**config.mk**
```make
export PLATFORM = sky130hd
export DESIGN_NAME = npc_pipeline
export DESIGN_NICKNAME = d
export VERILOG_FILES = /design/src/verilog/npc_pkg.sv /design/src/verilog/pipe_ctrl_if.sv /design/src/verilog/npc_pipeline.sv /design/src/verilog/mem_access.sv /design/src/verilog/execute_stage.sv /design/src/verilog/decode_regfile.sv /design/src/verilog/fetch_stage.sv /design/src/verilog/hazard_ctrl.sv /design/src/verilog/stage_reg.sv
export VERILOG_INCLUDE_DIRS = /design/src /design/src/verilog
export SDC_FILE = /design/constraint.sdc
export NUM_CORES = 2
export LEC_CHECK = 0
export ABC_AREA = 1
export BUFFER_PORTS_ARGS = -buffer_cell sky130_fd_sc_hd__buf_4
export CORE_MARGIN = 4
export CORE_UTILIZATION = 45
export DETAILED_ROUTE_END_ITERATION = 8
export PLACE_DENSITY_LB_ADDON = 0.15
export SYNTH_ARGS = -nofsm -noshare
export SYNTH_HDL_FRONTEND = slang
export SYNTH_SLANG_ARGS = --single-unit
```
**constraint.sdc**
```tcl
create_clock -name clk -period 8.7 [get_ports clk]
set_input_delay 0.87 -clock clk [delete_from_list [all_inputs] [get_ports clk]]
set_output_delay 0.87 -clock clk [all_outputs]
set_load 0.02 [all_outputs]
```
**src/verilog/npc_config.svh**
```systemverilog
`ifndef NPC_CONFIG_SVH
`define NPC_CONFIG_SVH

// Address of the first instruction fetched after reset
`define NPC_RESET_PC 32'h3000_0000

// Architectural integer registers, x0 included
`define NPC_NUM_REGS 32

// Only whole-word stores exist
`define NPC_FULL_WMASK 4'b1111

`endif
```
**src/verilog/npc_pkg.sv**
```systemverilog
`default_nettype none

package npc_pkg;

    typedef logic [31:0] xlen_t;
    typedef logic [4:0]  reg_idx_t;

    // RV32I major opcodes still in use
    localparam logic [6:0] OP_IMM    = 7'b0010011;
    localparam logic [6:0] OP_REG    = 7'b0110011;
    localparam logic [6:0] OP_LOAD   = 7'b0000011;
    localparam logic [6:0] OP_STORE  = 7'b0100011;
    localparam logic [6:0] OP_BRANCH = 7'b1100011;
    localparam logic [6:0] OP_JAL    = 7'b1101111;
    localparam logic [6:0] OP_SYSTEM = 7'b1110011;

    // funct7 of SUB, ADD has all zeros
    localparam logic [6:0] FUNCT7_SUB = 7'b0100000;

    // Decode to execute
    typedef struct packed {
        xlen_t    pc;
        xlen_t    rs1_val;
        xlen_t    rs2_val;
        xlen_t    imm;
        reg_idx_t rd;
        logic     reg_wen;
        logic     mem_ren;
        logic     mem_wen;
        logic     is_branch;
        logic     is_jal;
        logic     is_sub;
        logic     is_reg_op;
        logic     is_ebreak;
    } ex_payload_t;

    // Execute to memory
    typedef struct packed {
        xlen_t    alu_result;
        xlen_t    store_data;
        reg_idx_t rd;
        logic     reg_wen;
        logic     mem_ren;
        logic     mem_wen;
        logic     is_ebreak;
    } mem_payload_t;

    // Memory to writeback
    typedef struct packed {
        xlen_t    result;
        reg_idx_t rd;
        logic     reg_wen;
        logic     is_ebreak;
    } wb_payload_t;

endpackage

`default_nettype wire

```
**src/verilog/pipe_ctrl_if.sv**
```systemverilog
`timescale 1ns/1ns
`default_nettype none

interface pipe_ctrl_if;
    import npc_pkg::*;

    // Sources of the instruction sitting in decode
    reg_idx_t id_rs1;
    reg_idx_t id_rs2;
    logic     id_uses_rs1;
    logic     id_uses_rs2;

    // Pending destinations, already qualified by stage valid
    reg_idx_t ex_rd;
    logic     ex_wen;
    reg_idx_t mem_rd;
    logic     mem_wen;
    reg_idx_t wb_rd;
    logic     wb_wen;

    logic     redirect;
    xlen_t    redirect_pc;
    logic     mem_busy;
    logic     halted;

    // Commands from the hazard unit
    logic     stall_id;
    logic     hold_back;
    logic     flush_front;
    logic     stop_fetch;

    modport ctrl (
        input  id_rs1, id_rs2, id_uses_rs1, id_uses_rs2,
        input  ex_rd, ex_wen, mem_rd, mem_wen, wb_rd, wb_wen,
        input  redirect, mem_busy, halted,
        output stall_id, hold_back, flush_front, stop_fetch
    );

    modport fetch (
        input stall_id, flush_front, stop_fetch, redirect_pc
    );

    modport decode (
        output id_rs1, id_rs2, id_uses_rs1, id_uses_rs2, halted,
        input  stall_id, flush_front
    );

    modport execute (
        input  hold_back,
        output redirect, redirect_pc
    );

    modport mem (
        output mem_busy
    );

endinterface

`default_nettype wire

```
**src/verilog/npc_pipeline.sv**
```systemverilog
`timescale 1ns/1ns
`default_nettype none

module npc_pipeline (
    input  logic           clk,
    input  logic           rst,
    output logic           ifu_req,
    output npc_pkg::xlen_t ifu_addr,
    input  logic           ifu_rvalid,
    input  npc_pkg::xlen_t ifu_rdata,
    output logic           lsu_req,
    output logic           lsu_wen,
    output npc_pkg::xlen_t lsu_addr,
    output npc_pkg::xlen_t lsu_wdata,
    output logic [3:0]     lsu_wmask,
    input  logic           lsu_rvalid,
    input  npc_pkg::xlen_t lsu_rdata,
    output logic           ebreak_flag,
    output npc_pkg::xlen_t exit_code
);
    import npc_pkg::*;

    pipe_ctrl_if ctl ();

    logic         if_id_valid;
    xlen_t        if_id_pc;
    xlen_t        if_id_inst;
    logic         dec_valid;
    ex_payload_t  dec_data;
    logic         ex_valid;
    ex_payload_t  ex_data;
    logic         exe_valid;
    mem_payload_t exe_data;
    logic         mem_valid;
    mem_payload_t mem_data;
    logic         lsu_out_valid;
    wb_payload_t  lsu_out_data;
    logic         wb_valid;
    wb_payload_t  wb_data;

    // Destinations still in flight, seen by the RAW check
    assign ctl.ex_rd   = ex_data.rd;
    assign ctl.ex_wen  = ex_valid && ex_data.reg_wen;
    assign ctl.mem_rd  = mem_data.rd;
    assign ctl.mem_wen = mem_valid && mem_data.reg_wen;
    assign ctl.wb_rd   = wb_data.rd;
    assign ctl.wb_wen  = wb_valid && wb_data.reg_wen;

    hazard_ctrl u_hazard (.ctrl(ctl.ctrl));

    fetch_stage u_fetch (
        .clk(clk), .rst(rst), .ctl(ctl.fetch),
        .ifu_req(ifu_req), .ifu_addr(ifu_addr),
        .ifu_rvalid(ifu_rvalid), .ifu_rdata(ifu_rdata),
        .if_id_valid(if_id_valid), .if_id_pc(if_id_pc), .if_id_inst(if_id_inst)
    );

    decode_regfile u_decode (
        .clk(clk), .rst(rst), .ctl(ctl.decode),
        .if_id_valid(if_id_valid), .if_id_pc(if_id_pc), .if_id_inst(if_id_inst),
        .ex_valid(dec_valid), .ex_data(dec_data),
        .wb_valid(wb_valid), .wb_data(wb_data),
        .ebreak_flag(ebreak_flag), .exit_code(exit_code)
    );

    stage_reg #(.payload_t(ex_payload_t)) u_id_ex (
        .clk(clk), .rst(rst), .hold(ctl.hold_back), .flush(ctl.flush_front),
        .in_valid(dec_valid), .in_data(dec_data),
        .out_valid(ex_valid), .out_data(ex_data)
    );

    execute_stage u_execute (
        .ctl(ctl.execute),
        .in_valid(ex_valid), .in_data(ex_data),
        .out_valid(exe_valid), .out_data(exe_data)
    );

    stage_reg #(.payload_t(mem_payload_t)) u_ex_mem (
        .clk(clk), .rst(rst), .hold(ctl.hold_back), .flush(1'b0),
        .in_valid(exe_valid), .in_data(exe_data),
        .out_valid(mem_valid), .out_data(mem_data)
    );

    mem_access u_mem (
        .clk(clk), .rst(rst), .ctl(ctl.mem),
        .in_valid(mem_valid), .in_data(mem_data),
        .out_valid(lsu_out_valid), .out_data(lsu_out_data),
        .lsu_req(lsu_req), .lsu_wen(lsu_wen), .lsu_addr(lsu_addr),
        .lsu_wdata(lsu_wdata), .lsu_wmask(lsu_wmask),
        .lsu_rvalid(lsu_rvalid), .lsu_rdata(lsu_rdata)
    );

    stage_reg #(.payload_t(wb_payload_t)) u_mem_wb (
        .clk(clk), .rst(rst), .hold(1'b0), .flush(1'b0),
        .in_valid(lsu_out_valid), .in_data(lsu_out_data),
        .out_valid(wb_valid), .out_data(wb_data)
    );

endmodule

`default_nettype wire

```
**src/verilog/mem_access.sv**
```systemverilog
`timescale 1ns/1ns
`default_nettype none

`include "npc_config.svh"

module mem_access (
    input  logic                  clk,
    input  logic                  rst,
    pipe_ctrl_if.mem              ctl,
    input  logic                  in_valid,
    input  npc_pkg::mem_payload_t in_data,
    output logic                  out_valid,
    output npc_pkg::wb_payload_t  out_data,
    output logic                  lsu_req,
    output logic                  lsu_wen,
    output npc_pkg::xlen_t        lsu_addr,
    output npc_pkg::xlen_t        lsu_wdata,
    output logic [3:0]            lsu_wmask,
    input  logic                  lsu_rvalid,
    input  npc_pkg::xlen_t        lsu_rdata
);
    import npc_pkg::*;

    typedef enum logic {S_IDLE, S_WAIT} state_t;

    state_t state;
    logic   is_mem;
    logic   done;

    assign is_mem = in_valid && (in_data.mem_ren || in_data.mem_wen);
    assign done   = (state == S_WAIT) && lsu_rvalid;

    // Request goes out in the first cycle the access sits in EX/MEM
    assign lsu_req   = is_mem && (state == S_IDLE);
    assign lsu_wen   = lsu_req && in_data.mem_wen;
    assign lsu_addr  = in_data.alu_result;
    assign lsu_wdata = in_data.store_data;
    assign lsu_wmask = `NPC_FULL_WMASK;

    assign ctl.mem_busy = is_mem && !done;
    assign out_valid    = in_valid && (!is_mem || done);

    always_ff @(posedge clk or posedge rst) begin
        if (rst) begin
            state <= S_IDLE;
        end else begin
            case (state)
                S_IDLE: if (lsu_req) state <= S_WAIT;
                S_WAIT: if (lsu_rvalid) state <= S_IDLE;
                default: state <= S_IDLE;
            endcase
        end
    end

    always_comb begin
        out_data.result    = in_data.mem_ren ? lsu_rdata : in_data.alu_result;
        out_data.rd        = in_data.rd;
        out_data.reg_wen   = in_data.reg_wen;
        out_data.is_ebreak = in_data.is_ebreak;
    end

endmodule

`default_nettype wire

```
**src/verilog/execute_stage.sv**
```systemverilog
`timescale 1ns/1ns
`default_nettype none

module execute_stage (
    pipe_ctrl_if.execute           ctl,
    input  logic                   in_valid,
    input  npc_pkg::ex_payload_t   in_data,
    output logic                   out_valid,
    output npc_pkg::mem_payload_t  out_data
);
    import npc_pkg::*;

    xlen_t alu_out;
    logic  taken;

    // Loads and stores reuse the immediate add for the address
    always_comb begin
        if (in_data.is_jal) begin
            alu_out = in_data.pc + 32'd4;
        end else if (in_data.is_reg_op) begin
            alu_out = in_data.is_sub ? in_data.rs1_val - in_data.rs2_val
                                     : in_data.rs1_val + in_data.rs2_val;
        end else begin
            alu_out = in_data.rs1_val + in_data.imm;
        end
    end

    assign taken = in_data.is_jal ||
                   (in_data.is_branch && (in_data.rs1_val == in_data.rs2_val));

    // Held back while MEM is busy so the branch is not flushed out of ID/EX
    assign ctl.redirect    = in_valid && taken && !ctl.hold_back;
    assign ctl.redirect_pc = in_data.pc + in_data.imm;

    assign out_valid = in_valid;

    always_comb begin
        out_data.alu_result = alu_out;
        out_data.store_data = in_data.rs2_val;
        out_data.rd         = in_data.rd;
        out_data.reg_wen    = in_data.reg_wen;
        out_data.mem_ren    = in_data.mem_ren;
        out_data.mem_wen    = in_data.mem_wen;
        out_data.is_ebreak  = in_data.is_ebreak;
    end

endmodule

`default_nettype wire

```
**src/verilog/decode_regfile.sv**
```systemverilog
`timescale 1ns/1ns
`default_nettype none

`include "npc_config.svh"

module decode_regfile (
    input  logic                 clk,
    input  logic                 rst,
    pipe_ctrl_if.decode          ctl,
    input  logic                 if_id_valid,
    input  npc_pkg::xlen_t       if_id_pc,
    input  npc_pkg::xlen_t       if_id_inst,
    output logic                 ex_valid,
    output npc_pkg::ex_payload_t ex_data,
    input  logic                 wb_valid,
    input  npc_pkg::wb_payload_t wb_data,
    output logic                 ebreak_flag,
    output npc_pkg::xlen_t       exit_code
);
    import npc_pkg::*;

    xlen_t    regs [`NPC_NUM_REGS];
    logic [6:0] opcode;
    reg_idx_t rs1;
    reg_idx_t rs2;
    logic     is_imm;
    logic     is_reg;
    logic     is_load;
    logic     is_store;
    logic     is_branch;
    logic     is_jal;
    xlen_t    imm;

    assign opcode    = if_id_inst[6:0];
    assign rs1       = if_id_inst[19:15];
    assign rs2       = if_id_inst[24:20];
    assign is_imm    = (opcode == OP_IMM);
    assign is_reg    = (opcode == OP_REG);
    assign is_load   = (opcode == OP_LOAD);
    assign is_store  = (opcode == OP_STORE);
    assign is_branch = (opcode == OP_BRANCH);
    assign is_jal    = (opcode == OP_JAL);

    // Immediate by format
    always_comb begin
        if (is_store) begin
            imm = {{20{if_id_inst[31]}}, if_id_inst[31:25], if_id_inst[11:7]};
        end else if (is_branch) begin
            imm = {{19{if_id_inst[31]}}, if_id_inst[31], if_id_inst[7],
                   if_id_inst[30:25], if_id_inst[11:8], 1'b0};
        end else if (is_jal) begin
            imm = {{11{if_id_inst[31]}}, if_id_inst[31], if_id_inst[19:12],
                   if_id_inst[20], if_id_inst[30:21], 1'b0};
        end else begin
            imm = {{20{if_id_inst[31]}}, if_id_inst[31:20]};
        end
    end

    assign ctl.id_rs1      = rs1;
    assign ctl.id_rs2      = rs2;
    assign ctl.id_uses_rs1 = if_id_valid && (is_imm || is_reg || is_load || is_store || is_branch);
    assign ctl.id_uses_rs2 = if_id_valid && (is_reg || is_store || is_branch);
    assign ctl.halted      = ebreak_flag;

    assign ex_valid = if_id_valid && !ctl.stall_id && !ctl.flush_front;

    always_comb begin
        ex_data.pc        = if_id_pc;
        // x0 is hardwired to zero
        ex_data.rs1_val   = (rs1 == reg_idx_t'(0)) ? '0 : regs[rs1];
        ex_data.rs2_val   = (rs2 == reg_idx_t'(0)) ? '0 : regs[rs2];
        ex_data.imm       = imm;
        ex_data.rd        = if_id_inst[11:7];
        ex_data.reg_wen   = is_imm || is_reg || is_load || is_jal;
        ex_data.mem_ren   = is_load;
        ex_data.mem_wen   = is_store;
        ex_data.is_branch = is_branch;
        ex_data.is_jal    = is_jal;
        ex_data.is_sub    = is_reg && (if_id_inst[31:25] == FUNCT7_SUB);
        ex_data.is_reg_op = is_reg;
        ex_data.is_ebreak = (opcode == OP_SYSTEM) && (if_id_inst[31:20] == 12'h001);
    end

    // Writeback commits at the edge that ends the WB cycle
    always_ff @(posedge clk) begin
        if (wb_valid && wb_data.reg_wen && (wb_data.rd != reg_idx_t'(0))) begin
            regs[wb_data.rd] <= wb_data.result;
        end
    end

    always_ff @(posedge clk or posedge rst) begin
        if (rst) begin
            ebreak_flag <= 1'b0;
            exit_code   <= '0;
        end else if (wb_valid && wb_data.is_ebreak && !ebreak_flag) begin
            ebreak_flag <= 1'b1;
            exit_code   <= regs[reg_idx_t'(10)];
        end
    end

endmodule

`default_nettype wire

```
**src/verilog/fetch_stage.sv**
```systemverilog
`timescale 1ns/1ns
`default_nettype none

`include "npc_config.svh"

module fetch_stage (
    input  logic           clk,
    input  logic           rst,
    pipe_ctrl_if.fetch     ctl,
    output logic           ifu_req,
    output npc_pkg::xlen_t ifu_addr,
    input  logic           ifu_rvalid,
    input  npc_pkg::xlen_t ifu_rdata,
    output logic           if_id_valid,
    output npc_pkg::xlen_t if_id_pc,
    output npc_pkg::xlen_t if_id_inst
);
    import npc_pkg::*;

    xlen_t pc;
    logic  waiting;
    logic  discard;
    logic  resp_ok;
    logic  consumed;
    logic  slot_free;
    logic  issue;

    assign ifu_addr = pc;

    // Response belongs to the current path
    assign resp_ok   = waiting && !discard && ifu_rvalid && !ctl.flush_front;
    assign consumed  = if_id_valid && !ctl.stall_id && !ctl.flush_front;
    assign slot_free = !if_id_valid || consumed || ctl.flush_front;

    // One fetch in flight, next one only once the slot will be empty
    assign issue = (!waiting || ifu_rvalid) && slot_free && !resp_ok &&
                   !ctl.stall_id && !ctl.stop_fetch;

    always_ff @(posedge clk or posedge rst) begin
        if (rst) begin
            pc          <= `NPC_RESET_PC;
            ifu_req     <= 1'b0;
            waiting     <= 1'b0;
            discard     <= 1'b0;
            if_id_valid <= 1'b0;
        end else begin
            ifu_req <= issue;
            if (ifu_rvalid) begin
                waiting <= 1'b0;
                discard <= 1'b0;
            end
            if (issue) begin
                waiting <= 1'b1;
            end
            if (ctl.flush_front) begin
                pc          <= ctl.redirect_pc;
                if_id_valid <= 1'b0;
                // Fetch still out there now returns stale data
                discard     <= waiting && !ifu_rvalid;
            end else if (resp_ok) begin
                pc          <= pc + 32'd4;
                if_id_valid <= 1'b1;
            end else if (consumed) begin
                if_id_valid <= 1'b0;
            end
        end
    end

    always_ff @(posedge clk) begin
        if (resp_ok) begin
            if_id_pc   <= pc;
            if_id_inst <= ifu_rdata;
        end
    end

endmodule

`default_nettype wire

```
**src/verilog/hazard_ctrl.sv**
```systemverilog
`timescale 1ns/1ns
`default_nettype none

module hazard_ctrl (
    pipe_ctrl_if.ctrl ctrl
);
    import npc_pkg::*;

    logic rs1_hit;
    logic rs2_hit;
    logic raw_stall;

    // No forwarding, so any older writer of a source blocks decode
    assign rs1_hit = ctrl.id_uses_rs1 && (ctrl.id_rs1 != reg_idx_t'(0)) &&
                     ((ctrl.ex_wen  && (ctrl.ex_rd  == ctrl.id_rs1)) ||
                      (ctrl.mem_wen && (ctrl.mem_rd == ctrl.id_rs1)) ||
                      (ctrl.wb_wen  && (ctrl.wb_rd  == ctrl.id_rs1)));

    assign rs2_hit = ctrl.id_uses_rs2 && (ctrl.id_rs2 != reg_idx_t'(0)) &&
                     ((ctrl.ex_wen  && (ctrl.ex_rd  == ctrl.id_rs2)) ||
                      (ctrl.mem_wen && (ctrl.mem_rd == ctrl.id_rs2)) ||
                      (ctrl.wb_wen  && (ctrl.wb_rd  == ctrl.id_rs2)));

    assign raw_stall = rs1_hit || rs2_hit;

    // Memory back-pressure freezes EX and everything behind it
    assign ctrl.hold_back   = ctrl.mem_busy;
    assign ctrl.stall_id    = ctrl.mem_busy || raw_stall;
    assign ctrl.flush_front = ctrl.redirect;
    assign ctrl.stop_fetch  = ctrl.halted;

endmodule

`default_nettype wire

```
**src/verilog/stage_reg.sv**
```systemverilog
`timescale 1ns/1ns
`default_nettype none

module stage_reg #(
    parameter type payload_t = logic
) (
    input  logic     clk,
    input  logic     rst,
    input  logic     hold,
    input  logic     flush,
    input  logic     in_valid,
    input  payload_t in_data,
    output logic     out_valid,
    output payload_t out_data
);

    // Flush wins over hold, a flushed slot becomes a bubble
    always_ff @(posedge clk or posedge rst) begin
        if (rst) begin
            out_valid <= 1'b0;
        end else if (flush) begin
            out_valid <= 1'b0;
        end else if (!hold) begin
            out_valid <= in_valid;
        end
    end

    always_ff @(posedge clk) begin
        if (!hold) begin
            out_data <= in_data;
        end
    end

endmodule

`default_nettype wire

```
==> run metrics <==
status=completed; Slew Limit Fails=0; Initial Utilization=45.3%; TritonCTS clock tree=built; Yosys top cell by area=edfxtp_1; CP Capture Type=flop; Async SR Flop Fraction=5.20%; routed vias=61,700; Critical Path Start Type=flop; filler instances=14,400; Peak VDD IR=220 uV; wire per inst=30.1 microns; RSZ-0062 raised after global routing=false; WP data required=9.12 ns; mapped cell area=71,800 sq um; Power Total=26.2 mW; cell internal pwr=15.3 mW; drt total wl=~290 mm; Area growth, synth to finish=11.3%; share of cells above drive strength 1=8.44%; Final ANT Viol Nets=0; clk sinks=1,403; CORE AREA=158,000 sq um; number of synthesized flops with an enable pin=~1,300; Pwr Density=328 nW/um^2; Worst Path Arrival=around 5.6 ns; # DRC=0; Die H=407 microns; Setup Fix Bufs, Post-CTS=0; hold-fix buffers at CTS=0; combinational share of power=between 30% and 40%; commonest cells after routing, fill and taps aside=edfxtp_1 (1,291), o21ai_0 (1,150), nand2_1 (1,054), nor2_1 (859), a21oi_1 (630); Initial DRC Count=9,686; ranking of synthesized cells by area=edfxtp_1 (54%), o21ai_0 (8.0%), nand2_1 (5.5%), nor2_1 (4.6%), a21oi_1 (4.4%); crit path time final=5.14 ns; Routed met3 length=between 30 and 40 mm; final period utilization=~60%; largest net degree at the start of global routing=200; Crit-path slowest cell=a211oi_1; dpl hpwl=187 mm; CP Class=flop to flop; Synth Instances=7,514; total CTS buffers=154; Clock transition at path regs=0.06 ns; max incr delay on CP=1.08 ns; post-synth top area share=54.0%; vias in the first global route=between 50,000 and 60,000; Peak Freq=just under 0.2 GHz; Clock Latency Late Sink=0.82 ns; Avg Cell Area, Syn=9.55 sq um; Buf/Inv on CP=3; synth unique cells=70; delay-heaviest family, CP=buffers and inverters; DP Area=74,900 sq um; Clock Skews=between 0.03 and 0.04 ns; dominant synthesized flop cell=edfxtp_1; initial antenna violation count=19; Hold WS=0.122 ns; # rows=146; worst setup margin=3.56 ns; num ports=between 200 and 250; GR Overflow Total=0; GRT Resource Usage Total=34.0%; Relative slew margins=between 10 and 15%; PostCTS Resize Cnt=0; most common cell after layout, fill and taps aside=edfxtp_1; H-tree levels=4; met1 wire length=about 120 mm; #FFs+latches synth=1,403; Fin. Hold Viols=0; Tightest Pin Transition=1.34 ns; post-layout util=50.4%; Setup Viol. Count Final=0; Crit path top cell by count=a211oi_1; Placer Congestion=1.02; leakage power=29.5 nW; PortBufs=199; Reg power frac=around 40%; Ys Warns=0; dpl cells=between 9,000 and 10,000; post-route design area=79,900 sq um; Finished Layout Cells=9,727; HP Class=input pin to async pin; switching fraction of total power=between 40% and 50%; die width=between 400 and 500 microns; CTS max path bufs=3; met2 WL=around 130 mm; Clock Power Share=24.9%; CP cell instances=buf_12, nand2_4, inv_8, buf_4, a22oi_1, a21oi_1, a211oi_1, a211oi_1; Die Area=166,000 sq um; first-pass GRT wire length=between 400 and 500 mm; highest layer used for signal routing=met5; number of nets in the layout=7,716; P_sw=10.9 mW; max-cap violations=0; sequential area share after synthesis=between 50% and 60%; Fin Setup TNS=0 ns; 1st-pass router iterations=8; clk root buf=clkbuf_16; Vias/cell=approximately 6.3; worst-path fanout max=around 130; setup slack after placement=3.80 ns
==> power groups by stage <==
stage                     Sequential (mW)  Combinational [mW]  Clock [mW]
after global placement               10.5                8.99           0
after detailed placement             10.5                8.95           0
after floorplan                      10.0                5.32           0
final                                10.5                9.19        6.51
after CTS                            10.4                8.99        6.55
after global routing                 10.5                9.83        6.85
==> flip-flops by register name, summed over array words and instances (netlist names), 32 cells and up <==
name / count
u_fetch.ifu_addr: 32
u_ex_mem.out_data: 73
u_decode.regs: 1024
u_id_ex.out_data: 130
u_fetch.if_id_inst: 32
u_mem_wb.out_data: 39
u_decode.exit_code: 32
u_fetch.if_id_pc: 32
==> layout make-up <==
cell class	instances	area (sq um)	share of cell area [%]
Tap cell	2072	2590	3.25
Clock inverter	66	702	0.879
Multi-Input combinational cell	5085	26300	32.9
Timing Repair Buffer	322	2530	3.17
Clock buffer	216	4230	5.29
Sequential cell	1403	41400	51.8
Inverter	552	2120	2.65
Antenna cell	11	27.5	0.0345
==> Yosys cell counts (6+ instances only) <==
master     instances
xor2_1            36
or2_2              6
o21ai_0         1150
a22o_1             6
dfxtp_1           39
nand3b_1          11
edfxtp_1        1291
nand3_1          315
a21oi_1          630
o21bai_1          15
o221ai_1          64
buf_1             38
nor3_1            87
xnor2_1           27
a221oi_1          37
o21a_1             6
a31oi_1           31
nor2_1           889
o22ai_1          107
a211oi_1          14
inv_2              9
dfrtp_1           71
a22oi_1          157
clkbuf_1         259
o2111ai_1         12
ha_1             126
nand2_1         1055
o211ai_1          83
buf_4             80
inv_1            539
a21o_1            11
nor4_1            13
mux2_2            33
nand4_1           52
o21ai_1           22
buf_2            126
==> worst paths after layout <==
kind                                        startpoint  slack, ns  cells past startpoint                    end
worst max-delay path            u_fetch.if_id_inst[20]       3.56                      8   u_id_ex.out_data[73]
worst min-delay path                               rst       0.12                      2   u_fetch.ifu_addr[26]
worst max register to register  u_fetch.if_id_inst[20]       3.56                      8   u_id_ex.out_data[73]
worst min register to register    u_ex_mem.out_data[0]       0.35                      0   u_mem_wb.out_data[0]
max in group asynchronous                          rst       7.35                      3  u_decode.exit_code[9]
min in group clk                          ifu_rdata[1]       0.23                      1  u_fetch.if_id_inst[1]
==> routing by layer <==
metal | vias up | global-route usage [%]
met3 | 743 | 6.69
li1 | 26800 | -
met4 | 10 | 17.1
met1 | 30200 | 47.1
met2 | 3994 | 51.2
met5 | - | 0
==> worst reg2reg max path: cells and delay by family, from the launching register on <==
family	cells	cell delay (ns)
simple gates	1	0.63
compound gates	4	1.48
flops	1	0.39
buf+inv	3	2.26
==> cell families after synthesis <==
family | after synthesis | synth area share [%]
and+or+nand+nor | 2455 | 14.0
DFF | 1403 | 57.7
buffers and inverters | 1060 | 6.22
adders and majority gates | 130 | 2.31
AOI/OAI and AO/OA | 2368 | 18.5
muxes | 33 | 0.518
xor gates and xnor gates | 63 | 0.769
other | 2 | 0.0105
Note: power is estimated with default switching activity, not from simulation.
